**config.mk**
```make
export PLATFORM = sky130hd
export DESIGN_NAME = batchFilterTop
export DESIGN_NICKNAME = d
export VERILOG_FILES = /design/src/hdl/batchPkg.sv /design/src/hdl/batchCounter.sv /design/src/hdl/batchControl.sv /design/src/hdl/sampleBanks.sv /design/src/hdl/recursionUnit.sv /design/src/hdl/resultCombiner.sv /design/src/hdl/batchFilterTop.sv
export SDC_FILE = /design/constraint.sdc
export NUM_CORES = 1
export LEC_CHECK = 0
export BUFFER_PORTS_ARGS = -buffer_cell sky130_fd_sc_hd__buf_2
export CORE_MARGIN = 5
export CORE_UTILIZATION = 45
export CTS_CLUSTER_SIZE = 12
export DETAILED_ROUTE_END_ITERATION = 8
export PLACE_DENSITY = 0.56
export RECOVER_POWER = 100
export SLEW_MARGIN = 15
export SYNTH_ARGS = -nofsm -noshare
export SYNTH_HDL_FRONTEND = slang
export SYNTH_SLANG_ARGS = --single-unit
```
**constraint.sdc**
```tcl
create_clock -name clk -period 6.1 [get_ports clk]
set_clock_uncertainty 0.05 [all_clocks]
set_input_delay 0.61 -clock clk [delete_from_list [all_inputs] [get_ports clk]]
set_output_delay 0.61 -clock clk [all_outputs]
set_load 0.02 [all_outputs]
```
**src/hdl/batchPkg.sv**
```systemverilog
`default_nettype none

package batchPkg;

    // Code and state widths
    localparam int CODE_W = 3;
    localparam int STATE_W = 16;
    localparam int FRAC = 14;

    typedef logic [CODE_W-1:0] codeType;
    typedef logic signed [STATE_W-1:0] stateType;

    // Pole coefficients with FRAC fractional bits
    localparam stateType LAMBDA_F = 16'sd14336;  // 0.875
    localparam stateType LAMBDA_B = 16'sd12288;  // 0.75

    // Input contribution per code, odd symmetric levels
    localparam stateType LUT_F [0:(1<<CODE_W)-1] = '{
        -16'sd1792, -16'sd1280, -16'sd768, -16'sd256,
        16'sd256, 16'sd768, 16'sd1280, 16'sd1792
    };
    localparam stateType LUT_B [0:(1<<CODE_W)-1] = '{
        -16'sd1050, -16'sd750, -16'sd450, -16'sd150,
        16'sd150, 16'sd450, 16'sd750, 16'sd1050
    };

    // Start-up sequence of the batch controller
    typedef enum logic [1:0] {
        FILL_A,
        FILL_B,
        PRIME,
        RUN
    } ctrlState;

    // Role of each sample bank during one batch
    typedef struct packed {
        logic [1:0] writeBank;
        logic [1:0] lookBank;
        logic [1:0] procBank;
    } bankRoles;

endpackage

`default_nettype wire

```
**src/hdl/batchCounter.sv**
```systemverilog
`timescale 1ns/1ps
`default_nettype none

module batchCounter #(
    parameter int DEPTH = 8
) (
    input wire clk,
    input wire rst,
    output logic [$clog2(DEPTH)-1:0] idx,
    output logic batchEnd
);

    localparam int IDX_W = $clog2(DEPTH);
    localparam logic [IDX_W-1:0] LAST = IDX_W'(DEPTH - 1);

    // Wraps on its own since DEPTH is a power of two
    always_ff @(posedge clk) begin
        if (!rst) begin
            idx <= '0;
        end else begin
            idx <= idx + 1'b1;
        end
    end

    // High for the last sample of every batch
    assign batchEnd = (idx == LAST);

endmodule

`default_nettype wire

```
**src/hdl/batchControl.sv**
```systemverilog
`timescale 1ns/1ps
`default_nettype none

module batchControl #(
    parameter int DEPTH = 8
) (
    input wire clk,
    input wire rst,
    input wire batchEnd,
    input wire [$clog2(DEPTH)-1:0] idx,
    output batchPkg::bankRoles roles,
    output logic loadInit,
    output logic parity,
    output logic outValid
);

    localparam int IDX_W = $clog2(DEPTH);
    // First aligned sample sits in the combiner output two cycles into RUN
    localparam int ALIGN = 2;

    batchPkg::ctrlState state;
    batchPkg::ctrlState stateNext;

    always_comb begin
        stateNext = state;
        case (state)
            batchPkg::FILL_A: stateNext = batchPkg::FILL_B;
            batchPkg::FILL_B: stateNext = batchPkg::PRIME;
            default: stateNext = batchPkg::RUN;
        endcase
    end

    always_ff @(posedge clk) begin
        if (!rst) begin
            state <= batchPkg::FILL_A;
            roles <= '{writeBank: 2'd0, lookBank: 2'd2, procBank: 2'd1};
            parity <= 1'b0;
            outValid <= 1'b0;
        end else begin
            if (batchEnd) begin
                state <= stateNext;
                // Freshly written batch becomes the lookahead batch
                roles.lookBank <= roles.writeBank;
                roles.procBank <= roles.lookBank;
                roles.writeBank <= roles.procBank;
                parity <= ~parity;
            end
            // Sticky until reset
            if (state == batchPkg::RUN && idx == IDX_W'(ALIGN)) begin
                outValid <= 1'b1;
            end
        end
    end

    // Batch start for the lookahead and backward passes
    assign loadInit = (idx == '0);

endmodule

`default_nettype wire

```
**src/hdl/sampleBanks.sv**
```systemverilog
`timescale 1ns/1ps
`default_nettype none

module sampleBanks #(
    parameter int DEPTH = 8
) (
    input wire clk,
    input wire batchPkg::codeType in,
    input wire [$clog2(DEPTH)-1:0] idx,
    input wire batchPkg::bankRoles roles,
    output batchPkg::codeType lookCode,
    output batchPkg::codeType backCode,
    output batchPkg::codeType fwdCode
);

    localparam int IDX_W = $clog2(DEPTH);
    localparam int BANKS = 3;

    batchPkg::codeType mem [BANKS][DEPTH];
    logic [IDX_W-1:0] revIdx;

    // Reverse address for the lookahead and backward passes
    assign revIdx = IDX_W'(DEPTH - 1) - idx;

    for (genvar b = 0; b < BANKS; b++) begin : gBank
        always_ff @(posedge clk) begin
            if (roles.writeBank == 2'(b)) begin
                mem[b][idx] <= in;
            end
        end
    end

    // All reads registered, one cycle latency
    always_ff @(posedge clk) begin
        lookCode <= mem[roles.lookBank][revIdx];
        backCode <= mem[roles.procBank][revIdx];
        fwdCode <= mem[roles.procBank][idx];
    end

endmodule

`default_nettype wire

```
**src/hdl/recursionUnit.sv**
```systemverilog
`timescale 1ns/1ps
`default_nettype none

module recursionUnit #(
    parameter batchPkg::stateType LAMBDA = batchPkg::LAMBDA_B,
    parameter bit FORWARD = 1'b0
) (
    input wire clk,
    input wire rst,
    input wire batchPkg::codeType code,
    input wire load,
    input wire batchPkg::stateType initVal,
    output batchPkg::stateType state
);

    logic loadQ;
    batchPkg::stateType base;
    batchPkg::stateType scaled;
    batchPkg::stateType contrib;
    logic signed [2*batchPkg::STATE_W-1:0] prod;

    // Code trails the batch start by the bank read latency
    always_ff @(posedge clk) begin
        if (!rst) begin
            loadQ <= 1'b0;
        end else begin
            loadQ <= load;
        end
    end

    assign base = loadQ ? initVal : state;
    assign prod = base * LAMBDA;
    // Same bits as an arithmetic shift by FRAC, truncated with wrap
    assign scaled = prod[batchPkg::FRAC +: batchPkg::STATE_W];
    assign contrib = FORWARD ? batchPkg::LUT_F[code] : batchPkg::LUT_B[code];

    always_ff @(posedge clk) begin
        if (!rst) begin
            state <= '0;
        end else begin
            state <= scaled + contrib;
        end
    end

endmodule

`default_nettype wire

```
**src/hdl/resultCombiner.sv**
```systemverilog
`timescale 1ns/1ps
`default_nettype none

module resultCombiner #(
    parameter int DEPTH = 8
) (
    input wire clk,
    input wire rst,
    input wire [$clog2(DEPTH)-1:0] idx,
    input wire parity,
    input wire batchPkg::stateType backState,
    input wire batchPkg::stateType fwdState,
    output batchPkg::stateType out
);

    localparam int IDX_W = $clog2(DEPTH);
    // States arrive two cycles behind the counter
    localparam int LAG = 2;

    batchPkg::stateType backMem [2*DEPTH];
    batchPkg::stateType fwdMem [2*DEPTH];
    logic [LAG-1:0] parityDly;
    logic writeHalf;
    logic [IDX_W-1:0] fwdAddr;
    logic [IDX_W-1:0] backAddr;

    // Half switch follows the states, not the counter
    always_ff @(posedge clk) begin
        if (!rst) begin
            parityDly <= '0;
        end else begin
            parityDly <= {parityDly[LAG-2:0], parity};
        end
    end

    assign writeHalf = parityDly[LAG-1];
    assign fwdAddr = idx - IDX_W'(LAG);
    // Backward pass runs in reverse, so its address counts down
    assign backAddr = IDX_W'(LAG - 1) - idx;

    always_ff @(posedge clk) begin
        fwdMem[{writeHalf, fwdAddr}] <= fwdState;
        backMem[{writeHalf, backAddr}] <= backState;
        // Previous batch comes back out in sample order
        out <= fwdMem[{~writeHalf, fwdAddr}] + backMem[{~writeHalf, fwdAddr}];
    end

endmodule

`default_nettype wire

```
**src/hdl/batchFilterTop.sv**
```systemverilog
`timescale 1ns/1ps
`default_nettype none

module batchFilterTop #(
    parameter int DEPTH = 8
) (
    input wire clk,
    input wire rst,
    input wire batchPkg::codeType in,
    output batchPkg::stateType out,
    output logic outValid
);

    localparam int IDX_W = $clog2(DEPTH);

    logic [IDX_W-1:0] idx;
    logic batchEnd;
    logic loadInit;
    logic parity;
    logic fwdLoad;
    batchPkg::bankRoles roles;
    batchPkg::codeType lookCode;
    batchPkg::codeType backCode;
    batchPkg::codeType fwdCode;
    batchPkg::stateType lookState;
    batchPkg::stateType backState;
    batchPkg::stateType fwdState;

    batchCounter #(.DEPTH(DEPTH)) counter0 (
        .clk(clk), .rst(rst), .idx(idx), .batchEnd(batchEnd)
    );

    batchControl #(.DEPTH(DEPTH)) control0 (
        .clk(clk), .rst(rst), .batchEnd(batchEnd), .idx(idx),
        .roles(roles), .loadInit(loadInit), .parity(parity), .outValid(outValid)
    );

    sampleBanks #(.DEPTH(DEPTH)) banks0 (
        .clk(clk), .in(in), .idx(idx), .roles(roles),
        .lookCode(lookCode), .backCode(backCode), .fwdCode(fwdCode)
    );

    // Lookahead restarts from zero on every batch
    recursionUnit #(.LAMBDA(batchPkg::LAMBDA_B), .FORWARD(1'b0)) lookUnit (
        .clk(clk), .rst(rst), .code(lookCode), .load(loadInit),
        .initVal('0), .state(lookState)
    );

    // Seeded with the lookahead state that has just finished
    recursionUnit #(.LAMBDA(batchPkg::LAMBDA_B), .FORWARD(1'b0)) backUnit (
        .clk(clk), .rst(rst), .code(backCode), .load(loadInit),
        .initVal(lookState), .state(backState)
    );

    // Forward pass starts from zero on the PRIME batch, the second even batch
    // before outValid, and then runs on without a break
    assign fwdLoad = loadInit & ~outValid & ~parity;

    recursionUnit #(.LAMBDA(batchPkg::LAMBDA_F), .FORWARD(1'b1)) fwdUnit (
        .clk(clk), .rst(rst), .code(fwdCode), .load(fwdLoad),
        .initVal('0), .state(fwdState)
    );

    resultCombiner #(.DEPTH(DEPTH)) combiner0 (
        .clk(clk), .rst(rst), .idx(idx), .parity(parity),
        .backState(backState), .fwdState(fwdState), .out(out)
    );

endmodule

`default_nettype wire

```
==> results of run 1 <==
power breakdown:
| group | total [mW] | switching (mW) | internal, mW | leakage, nW |
|---|---|---|---|---|
| Combinational | 5.13 | 2.91 | 2.23 | 5.28 |
| Clock | 4.18 | 1.77 | 2.42 | 1.10 |
| Sequential | 6.36 | 0.508 | 5.85 | 6.17 |
cell families (layout without fill, tap and decap cells):
| family | after synthesis | after routing |
|---|---|---|
| xor gates and xnor gates | 83 | 83 |
| and+or+nand+nor | 385 | 385 |
| muxes | 253 | 253 |
| AOI/OAI and AO/OA | 261 | 261 |
| adders and majority gates | 169 | 169 |
| DFF | 678 | 678 |
| buffers and inverters | 154 | 278 |
| other | 0 | 2 |
cell usage after synthesis (41+ instances only):
master,count
inv_1,76
edfxtp_1,584
clkbuf_1,41
mux2i_1,52
and2_1,45
a21oi_1,101
xnor2_1,45
nand2_1,52
dfxtp_1,94
nor2_1,154
mux4_2,185
ha_1,152
metal layers:
layer	wire length (um)	share of wire, %	global-route usage [%]
met4	1750	2.4	5.18
met3	3180	4.4	3.07
met1	32400	45	27.3
met2	34500	48	31.2
met5	0	0	0
metrics by stage:
step / utilization (%) / std cells
2_1_floorplan: - / 1983
3_3_place_gp: 47.1 / 2918
3_5_place_dp: 47.1 / 2918
4_1_cts: 50.4 / 3047
5_1_grt: 50.2 / 3048
6_report: 50.2 / 3049
how the worst min path moves through the flow:
stage,endpoint,cells past startpoint
floorplan,combiner0.parityDly[1]$_SDFF_PN0_,1
global placement,combiner0.parityDly[1]$_SDFF_PN0_,1
detailed placement,combiner0.parityDly[1]$_SDFF_PN0_,1
CTS,combiner0.parityDly[1]$_SDFF_PN0_,1
global route,combiner0.parityDly[1]$_SDFF_PN0_,1
finish,combiner0.parityDly[1]$_SDFF_PN0_,1
sequential cells by signal, indices dropped and copies added (netlist names), 3 cells and up, named ones only:
signal,cells
backUnit.state,16
banks0.backCode,3
banks0.fwdCode,3
banks0.lookCode,3
banks0.mem,72
combiner0.backMem,256
combiner0.fwdMem,256
combiner0.out,16
control0.roles,6
counter0.idx,3
fwdUnit.state,16
lookUnit.state,16
area by class of cell:
class	count	area, sq um
Fill cell	5944	34700
Sequential cell	678	19400
Multi-Input combinational cell	1151	11400
Clock buffer	105	2070
Tap cell	940	1180
Timing Repair Buffer	70	374
Inverter	79	297
Clock inverter	24	196
Antenna cell	2	5.00
==> results.py, run 1 <==
metrics = {
    "cells_and_area": {
        "fin_area_sq_mm": 0.0349,
        "syn_to_final_growth_pct": 11.1,
        "fin_nets": 2227,
        "final_cell_mix": "584 x edfxtp_1, 185 x mux4_2, 154 x nor2_1",
        "drive_above_1_share_pct": 16.1,
        "final_common_cell": "edfxtp_1",
    },
    "place": {
        "dp_hpwl_mm": 44.3,
        "placed_area_sq_mm": 0.0328,
        "dpl_worst_slack_ns": 0.836,
        "io_buffers": 21,
        "place.gp.congestion": 0.833,
    },
    "logic_synthesis": {
        "synth-seq-cells": 678,
        "synth-edff-count": 584,
        "postSynthCellCount": 1983,
        "synth_compound_area_share_pct": 5.40,
        "synth_simple_gate_area_share_pct": 5.89,
        "ys.flop_type": "edfxtp_1",
        "synth-adder-area-share_pct": 7.13,
        "muxShareOfSynthArea_pct": 15.5,
        "synth_top_family_by_area": "multiplexers",
        "synth_area_per_cell_sq_um": 15.9,
        "ys_async_sr_fraction_pct": 0,
        "netlist_area_sq_mm": 0.0314,
        "synthXorXnorAreaFrac_pct": 2.36,
        "synth_cell_type_count": 72,
        "ys_seq_area_share_pct": 61.7,
        "synth_fp_nets": 2157,
        "ys_warn_count": 0,
        "synthTopCellsByArea": "edfxtp_1 56%, mux4_2 13%, ha_1 6.0%",
        "synth_area_leader_cell": "edfxtp_1",
        "synth_top_area_share_pct": 55.8,
    },
    "global_routing": {
        "antenna_found_initial": 1,
        "grt_pass1_vias": 17885,
        "gr-total-overflow": 0,
        "grt_pass1_wl_mm": 109,
        "grt.total_usage_pct": 19.2,
        "grt_max_degree": 142,
    },
    "pwr": {
        "leakage_nw": 12.6,
        "power.density_mw_per_mm2": 449,
        "ir_drop_mv": 0.220,
        "power_mw": 15.7,
    },
    "setup_path": {
        "endpoint_kind": "flop",
        "worstSetupPathType": "flop to flop",
        "cp_cell_sequence": "clkbuf_1 -> nor2b_1 -> nand2_1 -> fa_1 -> inv_1 -> ha_1 -> nand2_1 -> a211oi_1 -> o31ai_1 -> a21oi_1 -> a21oi_1 -> xnor2_1 -> ha_1 -> nand3_1 -> a311oi_1 -> or3b_2 -> o311ai_0 -> o31ai_4 -> o21ai_2 -> mux2_4",
        "rrSetupSlack_ns": 0.59,
        "required_ns": 6.53,
        "crit_family": "compound AO/OA/AOI/OAI gates",
        "slowest_stage": "clkbuf_1",
        "rr_startpoint": "fwdUnit.state[6]$_SDFF_PN0_",
        "rr_endpoint": "fwdUnit.state[15]$_SDFF_PN0_",
        "worstPathArrival_ns": 5.94,
        "worstRegToRegCells": 20,
        "cp-start-kind": "flop",
        "cp_num_buf_inv": 2,
        "crit_cells": 20,
        "crit_end": "fwdUnit.state[15]$_SDFF_PN0_",
        "crit_fanout": 20,
        "startpoint": "fwdUnit.state[6]$_SDFF_PN0_",
        "slowest_delay_ns": 0.61,
    },
    "detailed_routing": {
        "routedWlPerCell_um": 23.5,
        "viasPerCell": 5.65,
        "drt_first_pass_iters": 5,
        "num_vias": 17219,
        "ant_nets": 0,
        "drt-initial-drc-count": 1333,
        "drcViolationCount": 0,
        "wl_mm": 71.8,
    },
    "die": {
        "die-height_um": 274,
        "die_x_um": 274,
        "die_area_sq_mm": 0.0753,
        "core_sq_mm": 0.0697,
        "initial_core_util_pct": 45.1,
        "ioPinCount": 22,
        "std_cell_rows": 97,
    },
    "timing": {
        "final_hold_viol_count": 0,
        "holdWs_ns": 0.377,
        "period_minus_slack_ns": 5.51,
        "timing.slew.headroom_pct": -62.9,
        "drv_slew": 245,
        "rsz0062_at_grt": "no",
        "worst_slack_ns": 0.592,
        "setup_viol": 0,
        "fin_crit_sh_pct": 90.3,
        "fmax_ghz": 0.182,
        "tns_ns": 0,
        "tightest_slew_ns": 2.44,
    },
    "clocking": {
        "clk_pin_slew_ns": 0.06,
        "post_cts_buffers": 0,
        "cts_sinks": 678,
        "clk-insertion-delay-late_ns": 0.60,
        "tritoncts": "done",
        "cts_resized": 0,
        "numCtsBuffers": 73,
        "clockBufferDepth": 3,
        "hold_buffers": 0,
        "clockRootBuffer": "clkbuf_16",
        "htree_levels": 3,
    },
    "run_status": {
        "status": "complete, but fails checks",
        "violations": "capacitance limit, slew limit",
    },
    "worst_hold_path": {
        "hold_path_startpoint": "combiner0.parityDly[0]$_SDFF_PN0_",
        "hold_path.class": "flop to flop",
    },
    "flow_run": {
        "maxCapViolCount": 11,
    },
}
No activity file was read; power rests on OpenSTA's default activity.
==> run 2: changes to the inputs <==
--- a/config.mk
+++ b/config.mk
@@ -6,7 +6,7 @@
 export NUM_CORES = 1
 export LEC_CHECK = 0
 export BUFFER_PORTS_ARGS = -buffer_cell sky130_fd_sc_hd__buf_2
-export CORE_MARGIN = 5
+export CORE_MARGIN = 1
 export CORE_UTILIZATION = 45
 export CTS_CLUSTER_SIZE = 12
 export DETAILED_ROUTE_END_ITERATION = 8
==> run 2 against run 1 <==
The flow still finishes with violations (capacitance limit, slew limit); setup slack better by 0.12 ns; clock-buffer cell count down 9; maximum frequency up 2.2%; power up 0.28%; sequential share of layout area about the same; hold slack better by 0.0039 ns; critical path type unchanged; largest power group unchanged.
==> results.py, run 2 (synthesis results as in run 1) <==
metrics = {
    "pwr": {
        "leakage_nw": 12.5,
        "ir_drop_mv": 0.218,
        "switching_share_pct": 33.2,
        "power.density_mw_per_mm2": 450,
        "p_comb_share_pct": 32.2,
        "power.internal_mw": 10.5,
        "pwr-share-seq_pct": 40.7,
        "clock_power_share_pct": 27.1,
        "switchingPower_mw": 5.22,
    },
    "die": {
        "die_x_um": 266,
        "initial_core_util_pct": 45.7,
        "die-height_um": 266,
        "die_area_sq_mm": 0.0709,
        "core_sq_mm": 0.0688,
        "std_cell_rows": 96,
        "ioPinCount": 22,
    },
    "run_status": {
        "status": "complete, but fails checks",
        "violations": "capacitance limit, slew limit",
    },
    "clocking": {
        "clockBufferDepth": 3,
        "clk-insertion-delay-late_ns": 0.61,
        "cts_resized": 0,
        "hold_buffers": 0,
        "cts_sinks": 678,
        "clk_pin_slew_ns": 0.06,
        "post_cts_buffers": 0,
        "htree_levels": 3,
        "tritoncts": "done",
        "clockRootBuffer": "clkbuf_16",
        "numCtsBuffers": 74,
    },
    "cells_and_area": {
        "multiInputGateArea_sq_mm": 0.0114,
        "final_common_cell": "edfxtp_1",
        "drive_above_1_share_pct": 15.4,
        "regArea_sq_mm": 0.0194,
        "fin_area_sq_mm": 0.0349,
        "syn_to_final_growth_pct": 11.0,
        "final_cell_mix": "584 x edfxtp_1, 185 x mux4_2, 154 x nor2_1",
        "fin_nets": 2223,
        "reg.largest.list": "combiner0.backMem (256), combiner0.fwdMem (256), banks0.mem (72)",
        "fillerInstances": 5693,
    },
    "timing": {
        "fin_crit_sh_pct": 88.3,
        "rsz0062_at_grt": "no",
        "tns_ns": 0,
        "setup_viol": 0,
        "timing.slew.headroom_pct": -60.5,
        "worst_slack_ns": 0.712,
        "final_hold_viol_count": 0,
        "tightest_slew_ns": 2.41,
        "period_minus_slack_ns": 5.39,
        "drv_slew": 405,
        "fmax_ghz": 0.186,
    },
    "setup_path": {
        "cp_cell_sequence": "inv_1 -> ha_4 -> clkbuf_1 -> mux4_2 -> ha_1 -> o21ai_0 -> a21oi_1 -> o41ai_1 -> o21ai_0 -> o41ai_1 -> xnor2_1",
        "endpoint_kind": "flop",
        "worstSetupPathType": "flop to flop",
        "worstPathArrival_ns": 5.87,
        "slowest_delay_ns": 0.87,
        "slowest_stage": "ha_4",
        "required_ns": 6.58,
        "crit_fanout": 35,
        "cp-start-kind": "flop",
    },
    "detailed_routing": {
        "wl_mm": 71.4,
        "drcViolationCount": 0,
        "num_vias": 17170,
        "viasPerCell": 5.66,
        "ant_nets": 0,
        "drt_first_pass_iters": 5,
        "drt-initial-drc-count": 1360,
        "routedWlPerCell_um": 23.5,
    },
    "global_routing": {
        "gr-total-overflow": 0,
        "grt_pass1_vias": 17597,
        "grt_max_degree": 142,
        "grt_pass1_wl_mm": 107,
        "grt.total_usage_pct": 20.5,
        "antenna_found_initial": 2,
    },
    "place": {
        "placed_area_sq_mm": 0.0328,
        "dpl_worst_slack_ns": 0.852,
        "dp_hpwl_mm": 44.7,
        "io_buffers": 21,
        "place.gp.congestion": 0.820,
    },
    "worst_hold_path": {
        "hold_path.class": "flop to flop",
    },
    "flow_run": {
        "maxCapViolCount": 21,
    },
}
==> run 2: cell count changes in the layout (fill, tap and decap cells not counted), moves of 2 or more <==
| cell | delta |
|---|---|
| clkbuf_1 | +4 |
| clkinv_16 | +2 |
| clkbuf_2 | -16 |
| clkinv_1 | +8 |
==> run 2: area by class of cell <==
| type | instances | share of cell area [%] |
|---|---|---|
| well taps | 931 | 3.34 |
| clock buffers | 96 | 5.77 |
| flip-flops and latches | 678 | 55.6 |
| diodes | 1 | 0.00717 |
| clock inverters | 35 | 0.846 |
| multi-input cells | 1151 | 32.6 |
| repair buffers | 65 | 0.914 |
| inverters | 79 | 0.849 |
==> run 2: worst paths after layout <==
check | slack, ns | start | cells after the start | end
max | 0.71 | counter0.idx[2]$_SDFF_PN0_ | 11 | combiner0.out[14]$_DFF_P_
min | 0.38 | combiner0.parityDly[0]$_SDFF_PN0_ | 1 | combiner0.parityDly[1]$_SDFF_PN0_
max reg2reg | 0.71 | counter0.idx[2]$_SDFF_PN0_ | 11 | combiner0.out[14]$_DFF_P_
min reg2reg | 0.38 | combiner0.parityDly[0]$_SDFF_PN0_ | 1 | combiner0.parityDly[1]$_SDFF_PN0_
==> run 2: worst max-delay path, delay by kind of cell, from the launching register on <==
| kind | cells | cell delay, ns |
|---|---|---|
| compound gates | 5 | 1.55 |
| fa+ha+maj | 2 | 1.23 |
| buf+inv | 2 | 1.11 |
| mux | 1 | 0.63 |
| flops | 1 | 0.50 |
| xor+xnor | 1 | 0.19 |
==> run 2: layer usage <==
layer / routed length (um) / vias up / track usage [%]
li1: - / 7862 / -
met1: 32100 / 8851 / 28.2
met2: 34700 / 367 / 33.9
met3: 3290 / 88 / 3.51
met4: 1340 / 2 / 4.83
met5: 7 / - / 0
==> run 2: through the flow <==
stage	total power, mW	instances	hold WS [ns]	utilization, %
floorplan	10.3	1983	0.362	-
global placement	11.5	2904	0.365	47.6
detailed placement	11.6	2904	0.369	47.6
CTS	15.9	3035	0.382	51.0
global route	16.7	3036	0.396	50.7
finish	15.7	3036	0.381	50.7
==> run 2: power groups by stage <==
stage                     clock network, mW  logic (mW)  registers (mW)
after global placement                    0        5.07            6.45
after floorplan                           0        4.02            6.29
after global routing                   4.51        5.67            6.48
final                                  4.25        5.07            6.40
after CTS                              4.34        5.16            6.40
after detailed placement                  0        5.12            6.50
==> run 3: changes to the inputs <==
--- a/config.mk
+++ b/config.mk
@@ -6,11 +6,12 @@
 export NUM_CORES = 1
 export LEC_CHECK = 0
 export BUFFER_PORTS_ARGS = -buffer_cell sky130_fd_sc_hd__buf_2
+export CORE_ASPECT_RATIO = 1.75
 export CORE_MARGIN = 1
-export CORE_UTILIZATION = 45
+export CORE_UTILIZATION = 55
 export CTS_CLUSTER_SIZE = 12
 export DETAILED_ROUTE_END_ITERATION = 8
-export PLACE_DENSITY = 0.56
+export PLACE_DENSITY = 0.67
 export RECOVER_POWER = 100
 export SLEW_MARGIN = 15
 export SYNTH_ARGS = -nofsm -noshare
==> run 3 against run 2 <==
The run still ends with capacitance limit, slew limit left; sequential cell count is the same; sequential share of layout area grew 1.0 points; via count fell by 1.0%; critical path type unchanged; critical endpoint is now fwdUnit.state[15]$_SDFF_PN0_; largest power group unchanged.
==> results.py, run 3 (synthesis results as in run 1) <==
metrics = {
    "clocking": {
        "cts_sinks": 678,
        "tritoncts": "done",
        "numCtsBuffers": 67,
        "clockBufferDepth": 3,
        "clockRootBuffer": "clkbuf_16",
        "clk_pin_slew_ns": 0.05,
        "cts_resized": 0,
        "clk-insertion-delay-late_ns": 0.59,
        "htree_levels": 3,
        "hold_buffers": 0,
        "post_cts_buffers": 0,
    },
    "die": {
        "ioPinCount": 22,
        "die-height_um": 318,
        "die_x_um": 183,
        "die_area_sq_mm": 0.0582,
        "core_sq_mm": 0.0564,
        "std_cell_rows": 115,
        "initial_core_util_pct": 55.8,
    },
    "global_routing": {
        "grt.total_usage_pct": 24.3,
        "antenna_found_initial": 0,
        "grt_pass1_wl_mm": 105,
        "grt_max_degree": 142,
        "grt_pass1_vias": 18080,
        "gr-total-overflow": 0,
    },
    "cells_and_area": {
        "n_antenna_cell": 0,
        "multiInputGateArea_sq_mm": 0.0114,
        "regArea_sq_mm": 0.0194,
        "reg.largest.list": "combiner0.backMem (256), combiner0.fwdMem (256), banks0.mem (72)",
        "fin_nets": 2206,
        "final_common_cell": "edfxtp_1",
        "drive_above_1_share_pct": 15.0,
        "fillerInstances": 4290,
        "fin_area_sq_mm": 0.0343,
        "final_cell_mix": "584 x edfxtp_1, 185 x mux4_2, 154 x nor2_1",
        "syn_to_final_growth_pct": 9.04,
    },
    "timing": {
        "rsz0062_at_grt": "no",
        "final_hold_viol_count": 0,
        "fmax_ghz": 0.180,
        "period_minus_slack_ns": 5.56,
        "setup_viol": 0,
        "timing.slew.headroom_pct": -59.9,
        "tns_ns": 0,
        "drv_slew": 296,
        "fin_crit_sh_pct": 91.1,
        "tightest_slew_ns": 2.40,
    },
    "pwr": {
        "ir_drop_mv": 0.255,
        "switching_share_pct": 33.5,
        "p_comb_share_pct": 34.1,
        "power.internal_mw": 10.2,
        "switchingPower_mw": 5.13,
        "clock_power_share_pct": 24.3,
        "power.density_mw_per_mm2": 446,
        "pwr-share-seq_pct": 41.6,
        "leakage_nw": 12.3,
    },
    "detailed_routing": {
        "ant_nets": 0,
        "num_vias": 16999,
        "routedWlPerCell_um": 24.1,
        "wl_mm": 68.2,
        "drt-initial-drc-count": 1248,
        "drt_first_pass_iters": 5,
        "drcViolationCount": 0,
        "viasPerCell": 6.02,
    },
    "place": {
        "placed_area_sq_mm": 0.0325,
        "dp_hpwl_mm": 44.3,
        "io_buffers": 21,
        "place.gp.congestion": 0.860,
    },
    "run_status": {
        "violations": "capacitance limit, slew limit",
        "status": "complete, but fails checks",
    },
    "setup_path": {
        "cp_cell_sequence": "clkbuf_1 -> nor2b_1 -> nand2_1 -> fa_1 -> inv_1 -> ha_1 -> a21oi_1 -> nand2_1 -> a31o_2 -> a21o_1 -> xor2_1 -> ha_1 -> nand3_1 -> a311oi_1 -> or3b_2 -> o311ai_1 -> o31ai_4 -> o21ai_2 -> mux2_4",
        "endpoint_kind": "flop",
        "worstSetupPathType": "flop to flop",
        "slowest_stage": "clkbuf_1",
        "crit_fanout": 19,
        "cp-start-kind": "flop",
        "slowest_delay_ns": 0.77,
        "worstPathArrival_ns": 5.97,
        "worstRegToRegCells": 19,
        "required_ns": 6.52,
    },
    "worst_hold_path": {
        "min_path_cells": 1,
        "hold_path.class": "flop to flop",
    },
    "flow_run": {
        "maxCapViolCount": 14,
    },
}
[run 3: cell types whose count changed in the layout (fill, tap and decap cells not counted), sizes merged]
cell	before	now
diode	1	0
clkbuf	151	137
clkinvlp	1	0
inv	81	80
bufinv	2	0
buf	10	13
clkinv	30	7
[run 3: layer usage]
metal	vias to the layer above	global-route usage [%]	part of all wire [%]
met4	0	9.30	3.5
li1	7786	-	-
met2	375	46.0	56
met1	8701	27.9	37
met3	137	2.65	3.5
met5	-	0	0
[run 3: final timing paths]
| path | start | endpoint | slack (ns) |
|---|---|---|---|
| setup / recovery | fwdUnit.state[7]$_SDFF_PN0_ | fwdUnit.state[15]$_SDFF_PN0_ | 0.54 |
| hold reg to reg | combiner0.parityDly[0]$_SDFF_PN0_ | combiner0.parityDly[1]$_SDFF_PN0_ | 0.42 |
| hold / removal | combiner0.parityDly[0]$_SDFF_PN0_ | combiner0.parityDly[1]$_SDFF_PN0_ | 0.42 |
| setup reg to reg | fwdUnit.state[7]$_SDFF_PN0_ | fwdUnit.state[15]$_SDFF_PN0_ | 0.54 |
[run 3: power by group through the flow]
stage	Sequential [mW]	Combinational [mW]	Clock, mW
floorplan	6.29	4.02	0
global placement	6.41	5.14	0
detailed placement	6.46	5.24	0
CTS	6.36	5.28	3.79
global route	6.44	5.80	3.96
finish	6.36	5.22	3.73
[run 3: cell type report]
cell class | count | share of cell area, %
timing repair buffer | 55 | 0.945
inverter | 79 | 0.865
tap | 760 | 2.77
multi-input combinational | 1151 | 33.2
clock buffer | 95 | 5.35
sequential | 678 | 56.6
clock inverter | 8 | 0.226
[run 3: worst max-delay path, delay by kind of cell, from the launching register on]
| family | cells | cell delay (ns) |
|---|---|---|
| XOR/XNOR | 1 | 0.15 |
| buffers and inverters | 2 | 0.82 |
| flip-flops | 1 | 0.30 |
| multiplexers | 1 | 0.30 |
| AO/OA/AOI/OAI | 7 | 1.35 |
| AND/OR/NAND/NOR | 5 | 1.17 |
| adder cells (fa/ha/maj) | 3 | 1.28 |
[run 3: per-stage QoR]
stage	total power, mW	hold slack (ns)	util, %	cells	worst slack (ns)
2_1_floorplan	10.3	0.362	-	1983	0.835
3_3_place_gp	11.5	0.413	57.6	2722	0.890
3_5_place_dp	11.7	0.411	57.6	2722	0.751
4_1_cts	15.4	0.424	61.0	2825	0.704
5_1_grt	16.2	0.442	60.8	2826	0.190
6_report	15.3	0.416	60.8	2826	0.543
